## src/vid_pkg.sv

```systemverilog
// Video front end shared types
`default_nettype none

package vid_pkg;

	// mode field vconf[1:0], render mode uses the same codes
	typedef enum logic [1:0] {
		M_ZX = 2'd0, // zx screen, gfx + attr
		M_HC = 2'd1, // 16 colour
		M_XC = 2'd2, // 256 colour
		M_TX = 2'd3  // text
	} vid_mode_e;

	// raster window and fetch start offset
	typedef struct packed {
		logic [8:0] hpix_beg;
		logic [8:0] hpix_end;
		logic [8:0] vpix_beg;
		logic [8:0] vpix_end;
		logic [5:0] x_tiles;
		logic [4:0] go_offs; // fetch lead before first pixel
	} vid_win_t;

	typedef struct packed {
		logic [8:0] hcnt;
		logic [8:0] vcnt;
		logic       line_start;  // hcnt == 0
		logic       frame_start; // hcnt == 0 && vcnt == 0
	} vid_beam_t;

	// one dram read request, 28 bits
	typedef struct packed {
		logic        valid;
		logic [20:0] addr; // dram word address
		logic [3:0]  sel;  // byte lane selectors for the render side
		logic [1:0]  bsl;
	} vid_req_t;

	typedef struct packed {
		logic [1:0] total; // cycle class
		logic [2:0] need;  // one-hot count of used cycles
	} vid_bw_t;

	localparam logic [1:0] BW2 = 2'b00; // 2 cycles
	localparam logic [1:0] BW4 = 2'b01; // 4 cycles
	localparam logic [1:0] BW8 = 2'b11; // 8 cycles
	localparam logic [2:0] BU1 = 3'b001;
	localparam logic [2:0] BU4 = 3'b100;

	// raster tables by rres
	localparam logic [8:0] HPIX_BEG_TAB [4] = '{9'd140, 9'd108, 9'd108, 9'd88};
	localparam logic [8:0] HPIX_END_TAB [4] = '{9'd396, 9'd428, 9'd428, 9'd448};
	localparam logic [5:0] X_TILES_TAB  [4] = '{6'd34, 6'd42, 6'd42, 6'd47};
	localparam logic [8:0] VPIX_BEG_50  [4] = '{9'd80, 9'd76, 9'd56, 9'd32};
	localparam logic [8:0] VPIX_BEG_60  [4] = '{9'd46, 9'd42, 9'd22, 9'd22};
	localparam logic [8:0] VPIX_END_50  [4] = '{9'd272, 9'd276, 9'd296, 9'd320};
	localparam logic [8:0] VPIX_END_60  [4] = '{9'd238, 9'd242, 9'd262, 9'd262};

	// mode tables by vmod
	localparam logic [4:0] GO_OFFS_TAB [4] = '{5'd18, 5'd6, 5'd4, 5'd10};
	localparam vid_bw_t BW_TAB [4] = '{
		'{BW8, BU1}, // 1 of 8, zx
		'{BW4, BU1}, // 1 of 4, 16c
		'{BW2, BU1}, // 1 of 2, 256c
		'{BW8, BU4}  // 4 of 8, text
	};

	// text selectors by phase cnt_col[1:0]
	// column already stepped when the data lands
	localparam logic [3:0] TXT_SEL_TAB [4] = '{4'b0010, 4'b0011, 4'b1100, 4'b0001};

endpackage

`default_nettype wire

```

## src/fetch_sched.sv

```systemverilog
// Video fetch scheduler
`timescale 1ns/10ps
`default_nettype none

module fetch_sched (
	input  logic               clk,
	input  logic               rst_n,
	input  logic               c3,          // dram cycle strobe
	input  vid_pkg::vid_beam_t beam,
	input  vid_pkg::vid_win_t  win,
	input  vid_pkg::vid_mode_e render_mode,
	input  logic [20:0]        video_addr,
	input  logic [3:0]         fetch_sel,
	input  logic [1:0]         fetch_bsl,
	output logic [7:0]         cnt_col,
	output logic [8:0]         cnt_row,
	output logic               cptr,
	output vid_pkg::vid_req_t  req
);

	logic        v_win;
	logic        h_win;     // horizontal fetch window
	logic        pix_start;
	logic [8:0]  start_pos;
	logic [3:0]  fetch_cnt;
	logic        tap;
	logic        fetch_stb;
	logic        req_valid;
	logic [20:0] req_addr;
	logic [3:0]  req_sel;
	logic [1:0]  req_bsl;

	assign v_win     = (beam.vcnt >= win.vpix_beg) && (beam.vcnt < win.vpix_end);
	assign start_pos = win.hpix_beg - {4'd0, win.go_offs}; // fetch leads the pixels
	assign pix_start = v_win && (beam.hcnt == start_pos);
	assign cnt_row   = beam.vcnt - win.vpix_beg;

	// per-mode fetch rate
	always_comb begin
		case (render_mode)
			vid_pkg::M_HC: tap = &fetch_cnt[1:0]; // every 4th c3
			vid_pkg::M_XC: tap = fetch_cnt[0];    // every 2nd
			default:       tap = &fetch_cnt;      // every 16th, zx and text
		endcase
	end

	assign fetch_stb = (pix_start || (h_win && tap)) && c3;

	always_ff @(posedge clk) begin
		if (!rst_n) begin
			h_win <= 1'b0;
		end else if (pix_start) begin
			h_win <= 1'b1;
		end else if ((beam.hcnt == win.hpix_end) || beam.line_start) begin
			h_win <= 1'b0; // line start covers hpix_end past the line
		end
	end

	always_ff @(posedge clk) begin
		if (!rst_n) begin
			fetch_cnt <= '0;
		end else if (pix_start) begin
			fetch_cnt <= '0;
		end else if (h_win && c3) begin
			fetch_cnt <= fetch_cnt + 4'd1;
		end
	end

	// column and buffer pointer step with each request
	always_ff @(posedge clk) begin
		if (!rst_n) begin
			cnt_col <= '0;
			cptr    <= 1'b0;
		end else if (beam.line_start) begin
			cnt_col <= '0; // zero before pix_start of the line
			cptr    <= 1'b0;
		end else if (fetch_stb) begin
			cnt_col <= cnt_col + 8'd1;
			cptr    <= ~cptr;
		end else if (pix_start) begin
			cnt_col <= '0;
		end
	end

	always_ff @(posedge clk) begin
		if (!rst_n) begin
			req_valid <= 1'b0;
		end else begin
			req_valid <= fetch_stb; // one cycle pulse
		end
	end

	// address and selectors of the strobe cycle
	always_ff @(posedge clk) begin
		if (fetch_stb) begin
			req_addr <= video_addr;
			req_sel  <= fetch_sel;
			req_bsl  <= fetch_bsl;
		end
	end

	always_comb begin
		req.valid = req_valid;
		req.addr  = req_addr;
		req.sel   = req_sel;
		req.bsl   = req_bsl;
	end

endmodule

`default_nettype wire

```

## src/raster_counter.sv

```systemverilog
// Beam position counters
`timescale 1ns/10ps
`default_nettype none

module raster_counter #(
	parameter int H_TOTAL    = 448,
	parameter int V_TOTAL_50 = 320,
	parameter int V_TOTAL_60 = 262
) (
	input  logic               clk,
	input  logic               rst_n,
	input  logic               v60hz,
	output vid_pkg::vid_beam_t beam
);

	localparam logic [8:0] H_LAST    = 9'(H_TOTAL - 1);
	localparam logic [8:0] V_LAST_50 = 9'(V_TOTAL_50 - 1);
	localparam logic [8:0] V_LAST_60 = 9'(V_TOTAL_60 - 1);

	logic [8:0] hcnt;
	logic [8:0] vcnt;
	logic       v60_frame; // rate held for the running frame
	logic [8:0] v_last;
	logic       h_wrap;
	logic       v_wrap;
	logic       line_start;
	logic       frame_start;

	assign v_last = v60_frame ? V_LAST_60 : V_LAST_50;
	assign h_wrap = (hcnt == H_LAST);
	assign v_wrap = (vcnt == v_last);

	assign line_start  = (hcnt == 9'd0);
	assign frame_start = line_start && (vcnt == 9'd0);

	// horizontal, one step per clk
	always_ff @(posedge clk) begin
		if (!rst_n) begin
			hcnt <= '0;
		end else if (h_wrap) begin
			hcnt <= '0;
		end else begin
			hcnt <= hcnt + 9'd1;
		end
	end

	// vertical steps on line wrap
	always_ff @(posedge clk) begin
		if (!rst_n) begin
			vcnt <= '0;
		end else if (h_wrap) begin
			if (v_wrap) begin
				vcnt <= '0; // frame done
			end else begin
				vcnt <= vcnt + 9'd1;
			end
		end
	end

	// v60hz only taken at frame start
	// so a frame keeps its length
	always_ff @(posedge clk) begin
		if (!rst_n) begin
			v60_frame <= 1'b0;
		end else if (frame_start) begin
			v60_frame <= v60hz;
		end
	end

	always_comb begin
		beam.hcnt        = hcnt;
		beam.vcnt        = vcnt;
		beam.line_start  = line_start;
		beam.frame_start = frame_start;
	end

endmodule

`default_nettype wire

```

## src/video_mode.sv

```systemverilog
// Video mode decoder
`timescale 1ns/10ps
`default_nettype none

module video_mode (
	input  logic               clk,
	input  logic               rst_n,
	input  logic [7:0]         vconf,
	input  logic [7:0]         vpage,
	input  logic               v60hz,
	input  logic [8:0]         gx_offs,
	input  logic [15:0]        txt_char, // char code pair from the last fetch
	input  vid_pkg::vid_beam_t beam,
	input  logic [7:0]         cnt_col,
	input  logic [8:0]         cnt_row,
	input  logic               cptr,
	output vid_pkg::vid_win_t  win,
	output logic [3:0]         fetch_sel,
	output logic [1:0]         fetch_bsl,
	output vid_pkg::vid_mode_e render_mode,
	output vid_pkg::vid_bw_t   video_bw,
	output logic [20:0]        video_addr,
	output logic               tv_hires,
	output logic               vga_hires,
	output logic               nogfx,
	output logic [9:0]         x_offs_mode
);

	vid_pkg::vid_mode_e vmod;
	logic [1:0]         rres;
	logic [1:0]         phase; // text fetch phase

	logic [11:0] zx_gfx;
	logic [11:0] zx_atr;
	logic [20:0] addr_zx;
	logic [20:0] addr_hc;
	logic [20:0] addr_xc;
	logic [13:0] tx_low;
	logic [20:0] addr_tx;

	assign vmod  = vid_pkg::vid_mode_e'(vconf[1:0]);
	assign rres  = vconf[7:6];
	assign nogfx = vconf[5];
	assign phase = cnt_col[1:0];

	// raster window
	always_comb begin
		win.hpix_beg = vid_pkg::HPIX_BEG_TAB[rres];
		win.hpix_end = vid_pkg::HPIX_END_TAB[rres];
		win.x_tiles  = vid_pkg::X_TILES_TAB[rres];
		if (v60hz) begin
			win.vpix_beg = vid_pkg::VPIX_BEG_60[rres];
			win.vpix_end = vid_pkg::VPIX_END_60[rres];
		end else begin
			win.vpix_beg = vid_pkg::VPIX_BEG_50[rres];
			win.vpix_end = vid_pkg::VPIX_END_50[rres];
		end
		win.go_offs = vid_pkg::GO_OFFS_TAB[vmod]; // depends on mode, not rres
	end

	assign render_mode = vmod;
	assign video_bw    = vid_pkg::BW_TAB[vmod];
	assign tv_hires    = (vmod == vid_pkg::M_TX); // only text runs at the fast rate

	// takes effect from the next line only
	always_ff @(posedge clk) begin
		if (!rst_n) begin
			vga_hires <= 1'b0;
		end else if (beam.line_start) begin
			vga_hires <= tv_hires;
		end
	end

	// 256c scrolls in double steps, others in half steps
	always_comb begin
		if (vmod == vid_pkg::M_XC) begin
			x_offs_mode = {gx_offs[8:1], 1'b0, gx_offs[0]};
		end else begin
			x_offs_mode = {1'b0, gx_offs[8:1], gx_offs[0]};
		end
	end

	// fetch selectors
	always_comb begin
		case (vmod)
			vid_pkg::M_ZX: fetch_sel = {~cptr, ~cptr, cptr, cptr}; // gfx / attr halves
			vid_pkg::M_HC: fetch_sel = {~cptr, ~cptr, 2'b11};
			vid_pkg::M_XC: fetch_sel = {~cptr, ~cptr, 2'b11};
			default:       fetch_sel = vid_pkg::TXT_SEL_TAB[phase];
		endcase
	end

	always_comb begin
		fetch_bsl = 2'b10;
		if (vmod == vid_pkg::M_TX) begin
			case (phase)
				2'd1, 2'd2: fetch_bsl = 2'b10;           // char, attr
				default:    fetch_bsl = {2{cnt_row[0]}}; // glyph bytes by odd row
			endcase
		end
	end

	// zx screen layout, thirds of 64 lines
	assign zx_gfx  = {cnt_row[7:6], cnt_row[2:0], cnt_row[5:3], cnt_col[4:1]};
	assign zx_atr  = {3'b110, cnt_row[7:3], cnt_col[4:1]}; // attr area at 0x1800
	assign addr_zx = {vpage, 1'b0, cnt_col[0] ? zx_atr : zx_gfx};

	// linear bitmaps
	assign addr_hc = {vpage[7:3], cnt_row, cnt_col[6:0]};
	assign addr_xc = {vpage[7:4], cnt_row, cnt_col};

	// text, 8 rows per char line
	always_comb begin
		case (phase)
			2'd0:    tx_low = {vpage[0], cnt_row[8:3], 1'b0, cnt_col[7:2]};  // char codes
			2'd1:    tx_low = {vpage[0], cnt_row[8:3], 1'b1, cnt_col[7:2]};  // attributes
			2'd2:    tx_low = {~vpage[0], 3'b000, txt_char[7:0], cnt_row[2:1]};  // gfx0
			default: tx_low = {~vpage[0], 3'b000, txt_char[15:8], cnt_row[2:1]}; // gfx1
		endcase
	end

	assign addr_tx = {vpage[7:1], tx_low};

	always_comb begin
		case (vmod)
			vid_pkg::M_ZX: video_addr = addr_zx;
			vid_pkg::M_HC: video_addr = addr_hc;
			vid_pkg::M_XC: video_addr = addr_xc;
			default:       video_addr = addr_tx;
		endcase
	end

endmodule

`default_nettype wire

```

## src/video_top.sv

```systemverilog
// Video front end top
`timescale 1ns/10ps
`default_nettype none

module video_top #(
	parameter int H_TOTAL    = 448,
	parameter int V_TOTAL_50 = 320,
	parameter int V_TOTAL_60 = 262
) (
	input  logic               clk,
	input  logic               rst_n,
	input  logic               c3,
	input  logic [7:0]         vconf,
	input  logic [7:0]         vpage,
	input  logic               v60hz,
	input  logic [8:0]         gx_offs,
	input  logic [15:0]        txt_char,
	output vid_pkg::vid_req_t  req,
	output vid_pkg::vid_win_t  win,
	output vid_pkg::vid_bw_t   video_bw,
	output logic               tv_hires,
	output logic               vga_hires,
	output vid_pkg::vid_mode_e render_mode,
	output logic               nogfx,
	output logic [9:0]         x_offs_mode
);

	vid_pkg::vid_beam_t beam;
	logic [3:0]         fetch_sel;
	logic [1:0]         fetch_bsl;
	logic [20:0]        video_addr;
	logic [7:0]         cnt_col;
	logic [8:0]         cnt_row;
	logic               cptr;

	raster_counter #(
		.H_TOTAL   (H_TOTAL),
		.V_TOTAL_50(V_TOTAL_50),
		.V_TOTAL_60(V_TOTAL_60)
	) u_raster (
		.clk  (clk),
		.rst_n(rst_n),
		.v60hz(v60hz),
		.beam (beam)
	);

	video_mode u_mode (
		.clk        (clk),
		.rst_n      (rst_n),
		.vconf      (vconf),
		.vpage      (vpage),
		.v60hz      (v60hz),
		.gx_offs    (gx_offs),
		.txt_char   (txt_char),
		.beam       (beam),
		.cnt_col    (cnt_col),
		.cnt_row    (cnt_row),
		.cptr       (cptr),
		.win        (win),
		.fetch_sel  (fetch_sel),
		.fetch_bsl  (fetch_bsl),
		.render_mode(render_mode),
		.video_bw   (video_bw),
		.video_addr (video_addr),
		.tv_hires   (tv_hires),
		.vga_hires  (vga_hires),
		.nogfx      (nogfx),
		.x_offs_mode(x_offs_mode)
	);

	// counters loop back into the address decode
	fetch_sched u_sched (
		.clk        (clk),
		.rst_n      (rst_n),
		.c3         (c3),
		.beam       (beam),
		.win        (win),
		.render_mode(render_mode),
		.video_addr (video_addr),
		.fetch_sel  (fetch_sel),
		.fetch_bsl  (fetch_bsl),
		.cnt_col    (cnt_col),
		.cnt_row    (cnt_row),
		.cptr       (cptr),
		.req        (req)
	);

endmodule

`default_nettype wire

```

## config.mk

```make
export PLATFORM = sky130hd
export DESIGN_NAME = video_top
export DESIGN_NICKNAME = d
export VERILOG_FILES = /design/src/vid_pkg.sv /design/src/fetch_sched.sv /design/src/raster_counter.sv /design/src/video_mode.sv /design/src/video_top.sv
export SDC_FILE = /design/constraint.sdc
export NUM_CORES = 1
export LEC_CHECK = 0
export BUFFER_PORTS_ARGS = -buffer_cell sky130_fd_sc_hd__clkbuf_2
export CAP_MARGIN = 20
export CORE_MARGIN = 8
export CORE_UTILIZATION = 45
export CTS_CLUSTER_SIZE = 24
export DETAILED_ROUTE_END_ITERATION = 10
export PLACE_DENSITY = 0.71
export RECOVER_POWER = 100
export SLEW_MARGIN = 10
export SYNTH_ARGS = -nofsm -noshare
export SYNTH_HDL_FRONTEND = slang
export SYNTH_SLANG_ARGS = --single-unit
```

## constraint.sdc

```tcl
create_clock -name clk -period 5.51 [get_ports clk]
set_clock_uncertainty 0.15 [all_clocks]
set_input_delay 1.3775 -clock clk [delete_from_list [all_inputs] [get_ports clk]]
set_output_delay 1.3775 -clock clk [all_outputs]
set_load 0.01 [all_outputs]
```

==> results of run 1 <==
## kinds of logic after synthesis
kind of cell | count (synthesis)
adders and majority gates | 39
other | 2
muxes | 11
and+or+nand+nor | 169
buffers and inverters | 99
xor gates and xnor gates | 29
AOI/OAI and AO/OA | 123
DFF | 61
## area by class of cell
class / instances / area, sq um / share of cell area [%]
clock buffer: 15 / 176.4 / 3.404
clock inverter: 1 / 30.03 / 0.5794
inverter: 34 / 127.6 / 2.463
multi-input combinational: 389 / 2700 / 52.10
sequential: 61 / 1481 / 28.59
tap: 136 / 170.2 / 3.283
timing repair buffer: 118 / 496.7 / 9.585
## cell usage after synthesis (all sizes together) (2+ instances only)
master	n	area [sq um]
dfxtp	35	700.7
conb	2	7.510
nand3b	8	60.06
o21ai	25	125.1
xnor2	11	96.34
edfxtp	26	780.8
clkbuf	22	82.58
nor4	7	43.79
fa	2	40.04
and3	10	63.81
o21bai	2	26.28
nand3	16	80.08
a21o	4	30.03
and4b	2	20.02
nand4	4	31.28
mux2	8	93.84
nor3	8	40.04
nor2	34	127.6
or3	2	12.51
a21oi	30	150.1
o21a	5	37.54
nand2	35	131.4
nand2b	5	31.28
a221oi	8	70.07
or2	5	33.79
a211oi	3	22.52
nor3b	3	22.52
and2	9	56.30
a22oi	7	52.55
nand4b	10	87.58
buf	43	330.3
nor2b	9	56.30
o211ai	3	22.52
ha	37	462.9
a221o	8	80.08
a31oi	8	50.05
o311a	3	30.03
xor2	18	165.2
o31ai	4	30.03
o22ai	4	25.02
mux2i	3	30.03
inv	34	127.6
## critical path, stage by stage
cell and delay (ns):
sky130_fd_sc_hd__clkbuf_1 0.22, sky130_fd_sc_hd__inv_1 0.13, sky130_fd_sc_hd__ha_1 0.41, sky130_fd_sc_hd__inv_1 0.13, sky130_fd_sc_hd__fa_1 0.44, sky130_fd_sc_hd__nor2b_1 0.26
sky130_fd_sc_hd__nand2_1 0.10, sky130_fd_sc_hd__o311a_1 0.30, sky130_fd_sc_hd__nor3_1 0.18, sky130_fd_sc_hd__o2111a_1 0.19, sky130_fd_sc_hd__buf_4 0.21, sky130_fd_sc_hd__o21a_1 0.14
sky130_fd_sc_hd__clkbuf_2 0.54
## through the flow
stage / total power, W / cells
floorplan: 0.0006458 / 549
global placement: 0.0006918 / 738
detailed placement: 0.0006981 / 738
CTS: 0.001121 / 754
global route: 0.001162 / 754
finish: 0.001110 / 754
## power breakdown
group	switching, W	internal, W	total, W
clock	0.000181	0.000247	0.000428
sequential	0.00000375	0.000475	0.000479
combinational	0.000125	0.0000780	0.000203
total	0.000310	0.000801	0.00111
## how the worst max path moves through the flow
| stage | cells after the start | slack [ns] | end |
|---|---|---|---|
| 4_1_cts | 13 | 1.04 | u_sched.req_addr[16] |
| 5_1_grt | 13 | 0.42 | u_sched.req_addr[10] |
| 3_5_place_dp | 13 | 0.69 | u_sched.req_addr[16] |
| 3_3_place_gp | 13 | 0.77 | u_sched.req_addr[16] |
| 6_report | 13 | 0.68 | u_sched.req_addr[16] |
| 2_1_floorplan | 10 | 0.88 | u_sched.req_addr[0] |
## sequential cells by signal, indices dropped and copies added (netlist names)
| signal | flops |
|---|---|
| u_sched.req_addr | 21 |
| u_raster.hcnt | 9 |
| u_raster.vcnt | 9 |
| u_sched.cnt_col | 8 |
| u_sched.fetch_cnt | 4 |
| u_sched.req_sel | 3 |
| u_sched.req_bsl | 2 |
| u_mode.vga_hires | 1 |
| u_raster.v60_frame | 1 |
| u_sched.cptr | 1 |
| u_sched.h_win | 1 |
| u_sched.req_valid | 1 |
## layer usage
layer / wire (um) / vias up / part of all wire [%] / track usage, %
li1: - / 2023 / - / -
met1: 5674 / 1966 / 45 / 22.66
met2: 5765 / 172 / 46 / 28.65
met3: 894 / 14 / 7.2 / 4.269
met4: 146 / 0 / 1.2 / 4.083
met5: 0 / - / 0 / 0
==> impl_metrics.xml, run 1 <==
<?xml version="1.0" encoding="UTF-8"?>
<metrics>
  <group name="detailed_routing">
    <metric name="routed_wire_length_per_instance" unit="um">16.55</metric>
    <metric name="routed_via_density" unit="">5.537</metric>
    <metric name="detail_route.iter0.violations" unit="">288</metric>
    <metric name="ant_nets" unit="">0</metric>
    <metric name="finalWirelength" unit="um">12480</metric>
    <metric name="drcViolationCount" unit="">0</metric>
    <metric name="vias" unit="">4175</metric>
    <metric name="first_pass_iters" unit="">5</metric>
  </group>
  <group name="placement">
    <metric name="place.detailed.hpwl" unit="um">9536</metric>
    <metric name="setup_slack_after_placement" unit="ns">0.6925</metric>
    <metric name="dpl-instance-area" unit="sq um">5092</metric>
    <metric name="portBuffers" unit="">114</metric>
    <metric name="globalplace.congestion" unit="">0.8948</metric>
  </group>
  <group name="timing">
    <metric name="report.final.setup_viol" unit="">0</metric>
    <metric name="rsz0062_at_grt" unit="">false</metric>
    <metric name="worst_slack" unit="ns">0.6829</metric>
    <metric name="fin_crit" unit="ns">4.827</metric>
    <metric name="relSlewSlack" unit="%">31.49</metric>
    <metric name="worst_tran_pin_value" unit="ns">1.028</metric>
    <metric name="final.setup.tns" unit="ns">0</metric>
    <metric name="holdWs" unit="ns">0.3523</metric>
    <metric name="timing.final.crit_share" unit="%">87.61</metric>
    <metric name="hold_violations" unit="">0</metric>
    <metric name="maxSlewViolCount" unit="">0</metric>
    <metric name="fmax" unit="GHz">0.2072</metric>
  </group>
  <group name="die">
    <metric name="ports_placed_on_the_boundary" unit="">140</metric>
    <metric name="initial_core_util" unit="%">45.90</metric>
    <metric name="fp.dieArea" unit="sq um">13910</metric>
    <metric name="die_w" unit="um">117.9</metric>
    <metric name="floorplan.rows" unit="">37</metric>
    <metric name="coreArea" unit="sq um">10180</metric>
    <metric name="floorplan_die_height" unit="um">117.9</metric>
  </group>
  <group name="yosys">
    <metric name="async_reset_ff_share" unit="%">0</metric>
    <metric name="synthesis.area_per_instance" unit="sq um">8.770</metric>
    <metric name="post_synth_inst_count" unit="">533</metric>
    <metric name="synth_fa_ha_area_share" unit="%">10.76</metric>
    <metric name="dominant_combinational_cell_family_by_area_after_synthesis" unit="">simple AND/OR/NAND/NOR gates</metric>
    <metric name="postSynthRegisterBits" unit="">61</metric>
    <metric name="synth-compound-area-share" unit="%">17.96</metric>
    <metric name="syn-cell-area" unit="sq um">4674</metric>
    <metric name="synth_flop_cell" unit="">sky130_fd_sc_hd__dfxtp_1</metric>
    <metric name="yosys-mux-area-fraction" unit="%">2.650</metric>
    <metric name="ys.warnings.count" unit="">0</metric>
    <metric name="yosys.area_share.simple" unit="%">19.62</metric>
    <metric name="synth_xor_xnor_area_share" unit="%">5.594</metric>
    <metric name="yosysUniqueCellTypes" unit="">63</metric>
    <metric name="seq_area_frac_synth" unit="%">31.69</metric>
    <metric name="synth_enable_flop_cells" unit="">26</metric>
  </group>
  <group name="clock_network">
    <metric name="clock-sinks" unit="">61</metric>
    <metric name="post_cts_resize_count" unit="">0</metric>
    <metric name="num_cts_buffers" unit="">9</metric>
    <metric name="cts_buffer_depth" unit="">2</metric>
    <metric name="clk_latency" unit="ns">0.35</metric>
    <metric name="clk_pin_slew" unit="ns">0.08</metric>
    <metric name="clock_tree.htree_level_count" unit="">3</metric>
    <metric name="post-cts-setup-buffer-count" unit="">0</metric>
    <metric name="cts-hold-fix-buffers" unit="">0</metric>
    <metric name="cts_tree" unit="">built</metric>
    <metric name="cts_root_buf" unit="">sky130_fd_sc_hd__clkbuf_8</metric>
  </group>
  <group name="worst_hold_path">
    <metric name="hold_path_class" unit="">reg -&gt; reg</metric>
    <metric name="origin_of_the_worst_min_delay_path" unit="">u_sched.cptr</metric>
    <metric name="min_to" unit="">u_sched.cptr</metric>
    <metric name="worst_hold_path.num_cells" unit="">2</metric>
  </group>
  <group name="run_status">
    <metric name="outcome" unit="">finished, final reports clean</metric>
  </group>
  <group name="cells_and_area">
    <metric name="filler_cell_count" unit="">1025</metric>
    <metric name="fin_util" unit="%">50.88</metric>
    <metric name="layout.cell_area.non_filler" unit="sq um">5182</metric>
    <metric name="layout.cells.most_common" unit="">sky130_fd_sc_hd__clkbuf_1</metric>
    <metric name="antenna-diode-count" unit="">0</metric>
    <metric name="layout.cells.most_common_list" unit="">sky130_fd_sc_hd__clkbuf_1 (82), sky130_fd_sc_hd__ha_1 (37), sky130_fd_sc_hd__clkbuf_2 (37)</metric>
    <metric name="area.growth.synth_to_final" unit="%">10.87</metric>
    <metric name="nNetsFinal" unit="">697</metric>
    <metric name="drive_above_1_share" unit="%">10.68</metric>
  </group>
  <group name="critical_path">
    <metric name="endpoint_kind" unit="">register</metric>
    <metric name="data_arrival_time_of_the_worst_path" unit="ns">4.65</metric>
    <metric name="worst-endpoint-required" unit="ns">5.34</metric>
    <metric name="worst-setup-path-type" unit="">in -&gt; reg</metric>
    <metric name="r2r_end" unit="">u_sched.req_addr[16]</metric>
    <metric name="startpoint_type" unit="">primary input</metric>
    <metric name="worst_r2r_path_depth" unit="">11</metric>
    <metric name="r2r_start" unit="">u_raster.vcnt[1]</metric>
    <metric name="regToRegSetupSlack" unit="ns">2.26</metric>
    <metric name="worstSetupStartpoint" unit="">vconf[1]</metric>
    <metric name="critical_path_peak_fanout" unit="">27</metric>
  </group>
  <group name="pwr">
    <metric name="worst_vdd_drop" unit="mV">0.1114</metric>
    <metric name="power.leakage" unit="nW">2.061</metric>
    <metric name="cellPowerDensity" unit="nW/um^2">214.3</metric>
  </group>
  <group name="global_route">
    <metric name="grt_pass1_vias" unit="">4123</metric>
    <metric name="grt_remaining_overflow" unit="">0</metric>
    <metric name="global_route.usage.total" unit="%">17.50</metric>
    <metric name="grt_first_pass_wirelength" unit="um">20460</metric>
    <metric name="antenna_found_initial" unit="">0</metric>
    <metric name="grt_start_max_net_pins" unit="">31</metric>
  </group>
  <group name="job">
    <metric name="maxCapViolCount" unit="">0</metric>
  </group>
</metrics>
No activity file was read; power rests on OpenSTA's default activity.
==> run 2: changes to the inputs <==
--- a/config.mk
+++ b/config.mk
@@ -7,7 +7,7 @@
 export LEC_CHECK = 0
 export BUFFER_PORTS_ARGS = -buffer_cell sky130_fd_sc_hd__clkbuf_2
 export CAP_MARGIN = 20
-export CORE_MARGIN = 8
+export CORE_MARGIN = 3
 export CORE_UTILIZATION = 45
 export CTS_CLUSTER_SIZE = 24
 export DETAILED_ROUTE_END_ITERATION = 10
==> run 2 against run 1 <==
  * The run now ends with design-rule violations left
  * Core utilization rose by 0.99 points
  * Highest routed layer unchanged
  * Sequential cell count did not move
  * Hold slack got worse by 0.013 ns
==> impl_metrics.xml, run 2 (synthesized netlist as in run 1, its figures left out) <==
<?xml version="1.0" encoding="UTF-8"?>
<metrics>
  <group name="run_status">
    <metric name="outcome" unit="">complete, but fails checks</metric>
    <metric name="violations" unit="">design-rule violations</metric>
  </group>
  <group name="critical_path">
    <metric name="worst_path_dominant_cell_family" unit="">buffers and inverters</metric>
    <metric name="critical_path.cell_chain" unit="">clkbuf_1 &gt; inv_1 &gt; ha_1 &gt; inv_1 &gt; fa_1 &gt; nor2b_1 &gt; nand2_1 &gt; o311a_1 &gt; nor3_1 &gt; o2111a_1 &gt; o21a_1 &gt; clkbuf_2</metric>
    <metric name="critical_path_peak_fanout" unit="">21</metric>
    <metric name="endpoint_kind" unit="">register</metric>
    <metric name="r2r_start" unit="">u_raster.vcnt[1]</metric>
    <metric name="crit_path_frequent_cell" unit="">sky130_fd_sc_hd__inv_1</metric>
    <metric name="worst_path_largest_cell_delay" unit="ns">0.49</metric>
    <metric name="startpoint_type" unit="">primary input</metric>
    <metric name="crit_path_top_delay_cell" unit="">sky130_fd_sc_hd__clkbuf_2</metric>
    <metric name="data_arrival_time_of_the_worst_path" unit="ns">4.65</metric>
    <metric name="worst-endpoint-required" unit="ns">5.35</metric>
    <metric name="worst_r2r_path_depth" unit="">10</metric>
    <metric name="worst-setup-path-type" unit="">in -&gt; reg</metric>
    <metric name="cp_num_buf_inv" unit="">4</metric>
    <metric name="worstSetupStartpoint" unit="">vconf[0]</metric>
    <metric name="critical_path_depth" unit="">12</metric>
  </group>
  <group name="timing">
    <metric name="timing.final.crit_share" unit="%">87.30</metric>
    <metric name="holdWs" unit="ns">0.3396</metric>
    <metric name="fmax" unit="GHz">0.2079</metric>
    <metric name="relSlewSlack" unit="%">46.70</metric>
    <metric name="maxSlewViolCount" unit="">0</metric>
    <metric name="hold_violations" unit="">0</metric>
    <metric name="report.final.setup_viol" unit="">0</metric>
    <metric name="final.setup.tns" unit="ns">0</metric>
    <metric name="fin_crit" unit="ns">4.810</metric>
    <metric name="worst_tran_pin_value" unit="ns">0.7995</metric>
    <metric name="rsz0062_at_grt" unit="">false</metric>
  </group>
  <group name="worst_hold_path">
    <metric name="worst_hold_path.num_cells" unit="">2</metric>
    <metric name="hold_path_class" unit="">reg -&gt; reg</metric>
    <metric name="origin_of_the_worst_min_delay_path" unit="">u_sched.fetch_cnt[1]</metric>
  </group>
  <group name="detailed_routing">
    <metric name="routed_via_density" unit="">5.555</metric>
    <metric name="first_pass_iters" unit="">8</metric>
    <metric name="detail_route.iter0.violations" unit="">212</metric>
    <metric name="ant_nets" unit="">0</metric>
    <metric name="routed_wire_length_per_instance" unit="um">15.87</metric>
    <metric name="vias" unit="">4177</metric>
    <metric name="finalWirelength" unit="um">11940</metric>
    <metric name="drcViolationCount" unit="">1</metric>
  </group>
  <group name="clock_network">
    <metric name="cts_root_buf" unit="">sky130_fd_sc_hd__clkbuf_8</metric>
    <metric name="post-cts-setup-buffer-count" unit="">0</metric>
    <metric name="clk_latency" unit="ns">0.36</metric>
    <metric name="cts-hold-fix-buffers" unit="">0</metric>
    <metric name="post_cts_resize_count" unit="">0</metric>
    <metric name="clock-sinks" unit="">61</metric>
    <metric name="num_cts_buffers" unit="">9</metric>
    <metric name="cts_tree" unit="">built</metric>
    <metric name="clock_tree.htree_level_count" unit="">3</metric>
    <metric name="clk_pin_slew" unit="ns">0.08</metric>
    <metric name="cts_buffer_depth" unit="">2</metric>
  </group>
  <group name="pwr">
    <metric name="power.leakage" unit="nW">2.047</metric>
    <metric name="worst_vdd_drop" unit="mV">0.1426</metric>
    <metric name="cellPowerDensity" unit="nW/um^2">210.3</metric>
  </group>
  <group name="cells_and_area">
    <metric name="flip_flop_count_of_the_largest_register_after_layout" unit="">21</metric>
    <metric name="top_regs" unit="">u_sched.req_addr: 21 flops, u_raster.hcnt: 9 flops, u_raster.vcnt: 9 flops</metric>
    <metric name="fin_util" unit="%">51.87</metric>
    <metric name="layout.cells.most_common" unit="">sky130_fd_sc_hd__clkbuf_1</metric>
    <metric name="register_area" unit="sq um">1481</metric>
    <metric name="layout.cells.most_common_list" unit="">sky130_fd_sc_hd__clkbuf_1 (83), sky130_fd_sc_hd__ha_1 (37), sky130_fd_sc_hd__clkbuf_2 (37)</metric>
    <metric name="drive_above_1_share" unit="%">10.50</metric>
    <metric name="antenna-diode-count" unit="">0</metric>
    <metric name="regMostFlops" unit="">u_sched.req_addr</metric>
    <metric name="area_of_the_multi_input_gates" unit="sq um">2700</metric>
    <metric name="filler_cell_count" unit="">988</metric>
    <metric name="nNetsFinal" unit="">698</metric>
    <metric name="area.growth.synth_to_final" unit="%">10.47</metric>
  </group>
  <group name="global_route">
    <metric name="antenna_found_initial" unit="">0</metric>
    <metric name="grt_remaining_overflow" unit="">0</metric>
    <metric name="grt_pass1_vias" unit="">3823</metric>
    <metric name="grt_start_max_net_pins" unit="">40</metric>
    <metric name="grt_first_pass_wirelength" unit="um">18800</metric>
    <metric name="global_route.usage.total" unit="%">20.15</metric>
  </group>
  <group name="die">
    <metric name="floorplan_die_height" unit="um">107.9</metric>
    <metric name="ports_placed_on_the_boundary" unit="">140</metric>
    <metric name="fp.dieArea" unit="sq um">11650</metric>
    <metric name="coreArea" unit="sq um">9955</metric>
    <metric name="die_w" unit="um">107.9</metric>
    <metric name="floorplan.rows" unit="">36</metric>
    <metric name="initial_core_util" unit="%">46.96</metric>
  </group>
  <group name="placement">
    <metric name="place.detailed.hpwl" unit="um">8923</metric>
    <metric name="globalplace.congestion" unit="">0.9210</metric>
    <metric name="portBuffers" unit="">114</metric>
  </group>
  <group name="job">
    <metric name="maxCapViolCount" unit="">0</metric>
  </group>
</metrics>
-- run 2: cell type report --
cell class,instances,share of cell area (%)
Inverter,34,2.472
Clock buffer,11,2.544
Tap cell,133,3.223
Clock inverter,5,1.163
Multi-Input combinational cell,389,52.29
Timing Repair Buffer,119,9.620
Sequential cell,61,28.69
-- run 2: per-layer routing --
| layer | wire length [um] | part of all wire, % | track usage (%) |
|---|---|---|---|
| met5 | 0 | 0 | 0 |
| met1 | 5203 | 44 | 27.08 |
| met2 | 5572 | 47 | 32.33 |
| met4 | 190 | 1.6 | 6.222 |
| met3 | 968 | 8.1 | 4.559 |
-- run 2: worst min-delay path: cells and delay by family (launching register included) --
family          cells  cell delay (ns)
simple gates        1             0.06
flops               1             0.33
compound gates      1             0.06
-- run 2: path summary, 6_finish.rpt --
kind                            slack [ns]                    to
worst min register to register        0.34  u_sched.fetch_cnt[1]
worst max register to register        2.28    u_sched.req_bsl[1]
worst max-delay path                  0.70    u_sched.req_bsl[1]
worst min-delay path                  0.34  u_sched.fetch_cnt[1]
-- run 2: metrics by stage --
stage,cell area [sq um],worst slack (ns),instances,total power [W]
6_report,5164,0.6998,752,0.001086
5_1_grt,5164,0.4198,752,0.001132
4_1_cts,5288,0.9384,752,0.001100
3_5_place_dp,5096,0.5777,736,0.0006961
3_3_place_gp,5096,0.7555,736,0.0006910
2_1_floorplan,4735,0.8793,549,0.0006458
-- run 2: report_power, final --
part,switching [W],leakage (nW),internal (W)
clock,0.000195,0.0939,0.000211
combinational,0.000124,1.43,0.0000775
sequential,0.00000358,0.519,0.000475
==> run 3: changes to the inputs <==
--- a/config.mk
+++ b/config.mk
@@ -11,9 +11,10 @@
 export CORE_UTILIZATION = 45
 export CTS_CLUSTER_SIZE = 24
 export DETAILED_ROUTE_END_ITERATION = 10
-export PLACE_DENSITY = 0.71
+export PLACE_DENSITY = 0.7
 export RECOVER_POWER = 100
 export SLEW_MARGIN = 10
 export SYNTH_ARGS = -nofsm -noshare
 export SYNTH_HDL_FRONTEND = slang
+export SYNTH_HIERARCHICAL = 1
 export SYNTH_SLANG_ARGS = --single-unit
==> run 3 against run 2 <==
  * The flow now finishes without violations
  * Synthesized cell count increased by 11%
  * Sequential cell count grew 1
  * Combinational power grew 23%
  * Critical path type unchanged
  * Largest power group is now clock
==> impl_metrics.xml, run 3 <==
<?xml version="1.0" encoding="UTF-8"?>
<metrics>
  <group name="timing">
    <metric name="timing.final.crit_share" unit="%">90.14</metric>
    <metric name="worst_slack" unit="ns">0.5434</metric>
    <metric name="fin_crit" unit="ns">4.967</metric>
    <metric name="relSlewSlack" unit="%">13.37</metric>
    <metric name="report.final.setup_viol" unit="">0</metric>
    <metric name="worst_tran_pin_value" unit="ns">1.283</metric>
    <metric name="final.setup.tns" unit="ns">0</metric>
    <metric name="hold_violations" unit="">0</metric>
    <metric name="fmax" unit="GHz">0.2013</metric>
    <metric name="maxSlewViolCount" unit="">0</metric>
    <metric name="rsz0062_at_grt" unit="">false</metric>
  </group>
  <group name="clock_network">
    <metric name="post_cts_resize_count" unit="">0</metric>
    <metric name="clk_pin_slew" unit="ns">0.05</metric>
    <metric name="clock_tree.htree_level_count" unit="">3</metric>
    <metric name="num_cts_buffers" unit="">9</metric>
    <metric name="cts-hold-fix-buffers" unit="">0</metric>
    <metric name="clk_latency" unit="ns">0.33</metric>
    <metric name="cts_root_buf" unit="">sky130_fd_sc_hd__clkbuf_16</metric>
    <metric name="cts_tree" unit="">built</metric>
    <metric name="post-cts-setup-buffer-count" unit="">0</metric>
    <metric name="cts_buffer_depth" unit="">2</metric>
    <metric name="clock-sinks" unit="">62</metric>
  </group>
  <group name="global_route">
    <metric name="grt_start_max_net_pins" unit="">32</metric>
    <metric name="grt_remaining_overflow" unit="">0</metric>
    <metric name="grt_first_pass_wirelength" unit="um">20590</metric>
    <metric name="global_route.usage.total" unit="%">19.76</metric>
    <metric name="grt_pass1_vias" unit="">4181</metric>
    <metric name="antenna_found_initial" unit="">0</metric>
  </group>
  <group name="pwr">
    <metric name="cellPowerDensity" unit="nW/um^2">238.8</metric>
    <metric name="power_frac_seq" unit="%">35.0</metric>
    <metric name="power_report.internal_total" unit="W">0.001022</metric>
    <metric name="worst_vdd_drop" unit="mV">0.1578</metric>
    <metric name="power.net_switching" unit="W">0.0003740</metric>
    <metric name="proportion_of_total_power_due_to_net_switching" unit="%">26.79</metric>
    <metric name="combinationalPowerShare" unit="%">17.7</metric>
    <metric name="power.leakage" unit="nW">2.344</metric>
    <metric name="pwr-share-clk" unit="%">47.2</metric>
  </group>
  <group name="detailed_routing">
    <metric name="first_pass_iters" unit="">5</metric>
    <metric name="ant_nets" unit="">0</metric>
    <metric name="routed_wire_length_per_instance" unit="um">16.21</metric>
    <metric name="drcViolationCount" unit="">0</metric>
    <metric name="detail_route.iter0.violations" unit="">295</metric>
    <metric name="vias" unit="">4549</metric>
    <metric name="finalWirelength" unit="um">13370</metric>
    <metric name="routed_via_density" unit="">5.514</metric>
  </group>
  <group name="cells_and_area">
    <metric name="flip_flop_count_of_the_largest_register_after_layout" unit="">21</metric>
    <metric name="antenna-diode-count" unit="">0</metric>
    <metric name="area.growth.synth_to_final" unit="%">12.30</metric>
    <metric name="nNetsFinal" unit="">778</metric>
    <metric name="drive_above_1_share" unit="%">11.09</metric>
    <metric name="regMostFlops" unit="">u_sched/req_addr</metric>
    <metric name="top_regs" unit="">u_sched/req_addr: 21 flops, u_raster/hcnt: 9 flops, u_raster/vcnt: 9 flops</metric>
    <metric name="layout.cells.most_common" unit="">sky130_fd_sc_hd__clkbuf_1</metric>
    <metric name="layout.cells.most_common_list" unit="">sky130_fd_sc_hd__clkbuf_1 (78), sky130_fd_sc_hd__inv_1 (56), sky130_fd_sc_hd__ha_1 (51)</metric>
    <metric name="filler_cell_count" unit="">1063</metric>
  </group>
  <group name="critical_path">
    <metric name="worst_path_largest_cell_delay" unit="ns">0.54</metric>
    <metric name="worst-setup-path-type" unit="">in -&gt; reg</metric>
    <metric name="critical_path.cell_chain" unit="">clkbuf_1 &gt; inv_1 &gt; ha_1 &gt; inv_1 &gt; o21ai_0 &gt; inv_1 &gt; ha_1 &gt; o21a_1 &gt; o31a_1 &gt; nor4_1 &gt; o31a_1 &gt; nor4_4 &gt; nand2_1 &gt; o21bai_1 &gt; buf_12</metric>
    <metric name="startpoint_type" unit="">primary input</metric>
    <metric name="worstSetupStartpoint" unit="">vconf[7]</metric>
    <metric name="worst-endpoint-required" unit="ns">5.38</metric>
    <metric name="critical_path_peak_fanout" unit="">31</metric>
    <metric name="endpoint_kind" unit="">register</metric>
    <metric name="crit_path_top_delay_cell" unit="">sky130_fd_sc_hd__ha_1</metric>
    <metric name="r2r_start" unit="">u_raster/vcnt[4]</metric>
    <metric name="data_arrival_time_of_the_worst_path" unit="ns">4.84</metric>
    <metric name="crit_path_frequent_cell" unit="">sky130_fd_sc_hd__inv_1</metric>
  </group>
  <group name="die">
    <metric name="coreArea" unit="sq um">11080</metric>
    <metric name="fp.dieArea" unit="sq um">12900</metric>
    <metric name="ports_placed_on_the_boundary" unit="">140</metric>
    <metric name="floorplan.rows" unit="">38</metric>
    <metric name="initial_core_util" unit="%">47.00</metric>
    <metric name="floorplan_die_height" unit="um">113.6</metric>
    <metric name="die_w" unit="um">113.6</metric>
  </group>
  <group name="placement">
    <metric name="setup_slack_after_placement" unit="ns">0.3544</metric>
    <metric name="portBuffers" unit="">114</metric>
    <metric name="globalplace.congestion" unit="">0.8491</metric>
    <metric name="place.detailed.hpwl" unit="um">10360</metric>
  </group>
  <group name="run_status">
    <metric name="outcome" unit="">finished, final reports clean</metric>
  </group>
  <group name="yosys">
    <metric name="synthesis.area_per_instance" unit="sq um">8.765</metric>
    <metric name="post_synth_inst_count" unit="">594</metric>
    <metric name="ys.warnings.count" unit="">6</metric>
    <metric name="syn-cell-area" unit="sq um">5206</metric>
  </group>
  <group name="job">
    <metric name="maxCapViolCount" unit="">0</metric>
  </group>
  <group name="worst_hold_path">
    <metric name="origin_of_the_worst_min_delay_path" unit="">u_raster/v60_frame</metric>
    <metric name="hold_path_class" unit="">reg -&gt; reg</metric>
  </group>
</metrics>
run 3: cell types whose count changed in the layout (fill, tap and decap cells not counted), moves of 9 or more:
cell                        previous run  this run
sky130_fd_sc_hd__and3_1               10         1
sky130_fd_sc_hd__ha_1                 37        51
sky130_fd_sc_hd__clkbuf_16             0         9
sky130_fd_sc_hd__xnor2_1              11        23
sky130_fd_sc_hd__inv_1                34        56
sky130_fd_sc_hd__clkbuf_8              9         0
run 3: final timing paths:
| path | to | slack, ns | depth (start not counted) |
|---|---|---|---|
| max | u_sched/req_addr[12] | 0.54 | 15 |
| min | u_raster/v60_frame | 0.33 | 2 |
| max reg2reg | u_sched/req_addr[12] | 2.26 | 9 |
| min reg2reg | u_raster/v60_frame | 0.33 | 2 |
run 3: cell type report:
class / count / area [sq um] / share of cell area, %
clock buffer: 9 / 225.2 / 3.852
timing repair buffer: 119 / 513.0 / 8.774
inverter: 56 / 210.2 / 3.595
sequential: 62 / 1511 / 25.85
clock inverter: 7 / 120.1 / 2.054
multi-input combinational: 432 / 3092 / 52.88
tap: 140 / 175.2 / 2.996
run 3: power by group through the flow:
stage	clock (W)	combinational (W)	sequential, W
global route	0.000689	0.000273	0.000489
global placement	0	0.000244	0.000499
finish	0.000659	0.000248	0.000489
CTS	0.000665	0.000253	0.000489
detailed placement	0	0.000250	0.000499
floorplan	0	0.000196	0.000498
run 3: stage by stage:
stage | util [%] | area, sq um | power, W | std cells | hold WS, ns
final | 52.78 | 5847 | 0.001396 | 825 | 0.3267
after global routing | 52.78 | 5847 | 0.001451 | 825 | 0.3487
after CTS | 54.01 | 5983 | 0.001406 | 825 | 0.3267
after detailed placement | 50.89 | 5638 | 0.0007493 | 809 | 0.3148
after global placement | 50.89 | 5638 | 0.0007424 | 809 | 0.3063
after floorplan | - | 5266 | 0.0006939 | 610 | 0.2930
run 3: worst max-delay path: cells and delay by family:
kind                       cells  cell delay (ns)
AOI/OAI and AO/OA              5             1.13
and+or+nand+nor                3             0.64
buffers and inverters          5             0.76
adders and majority gates      2             0.89
run 3: metal layers:
layer | global-route usage, % | routed length [um]
met5 | 0 | 0
met4 | 6.571 | 181
met3 | 4.191 | 890
met2 | 34.00 | 6441
met1 | 24.59 | 5856
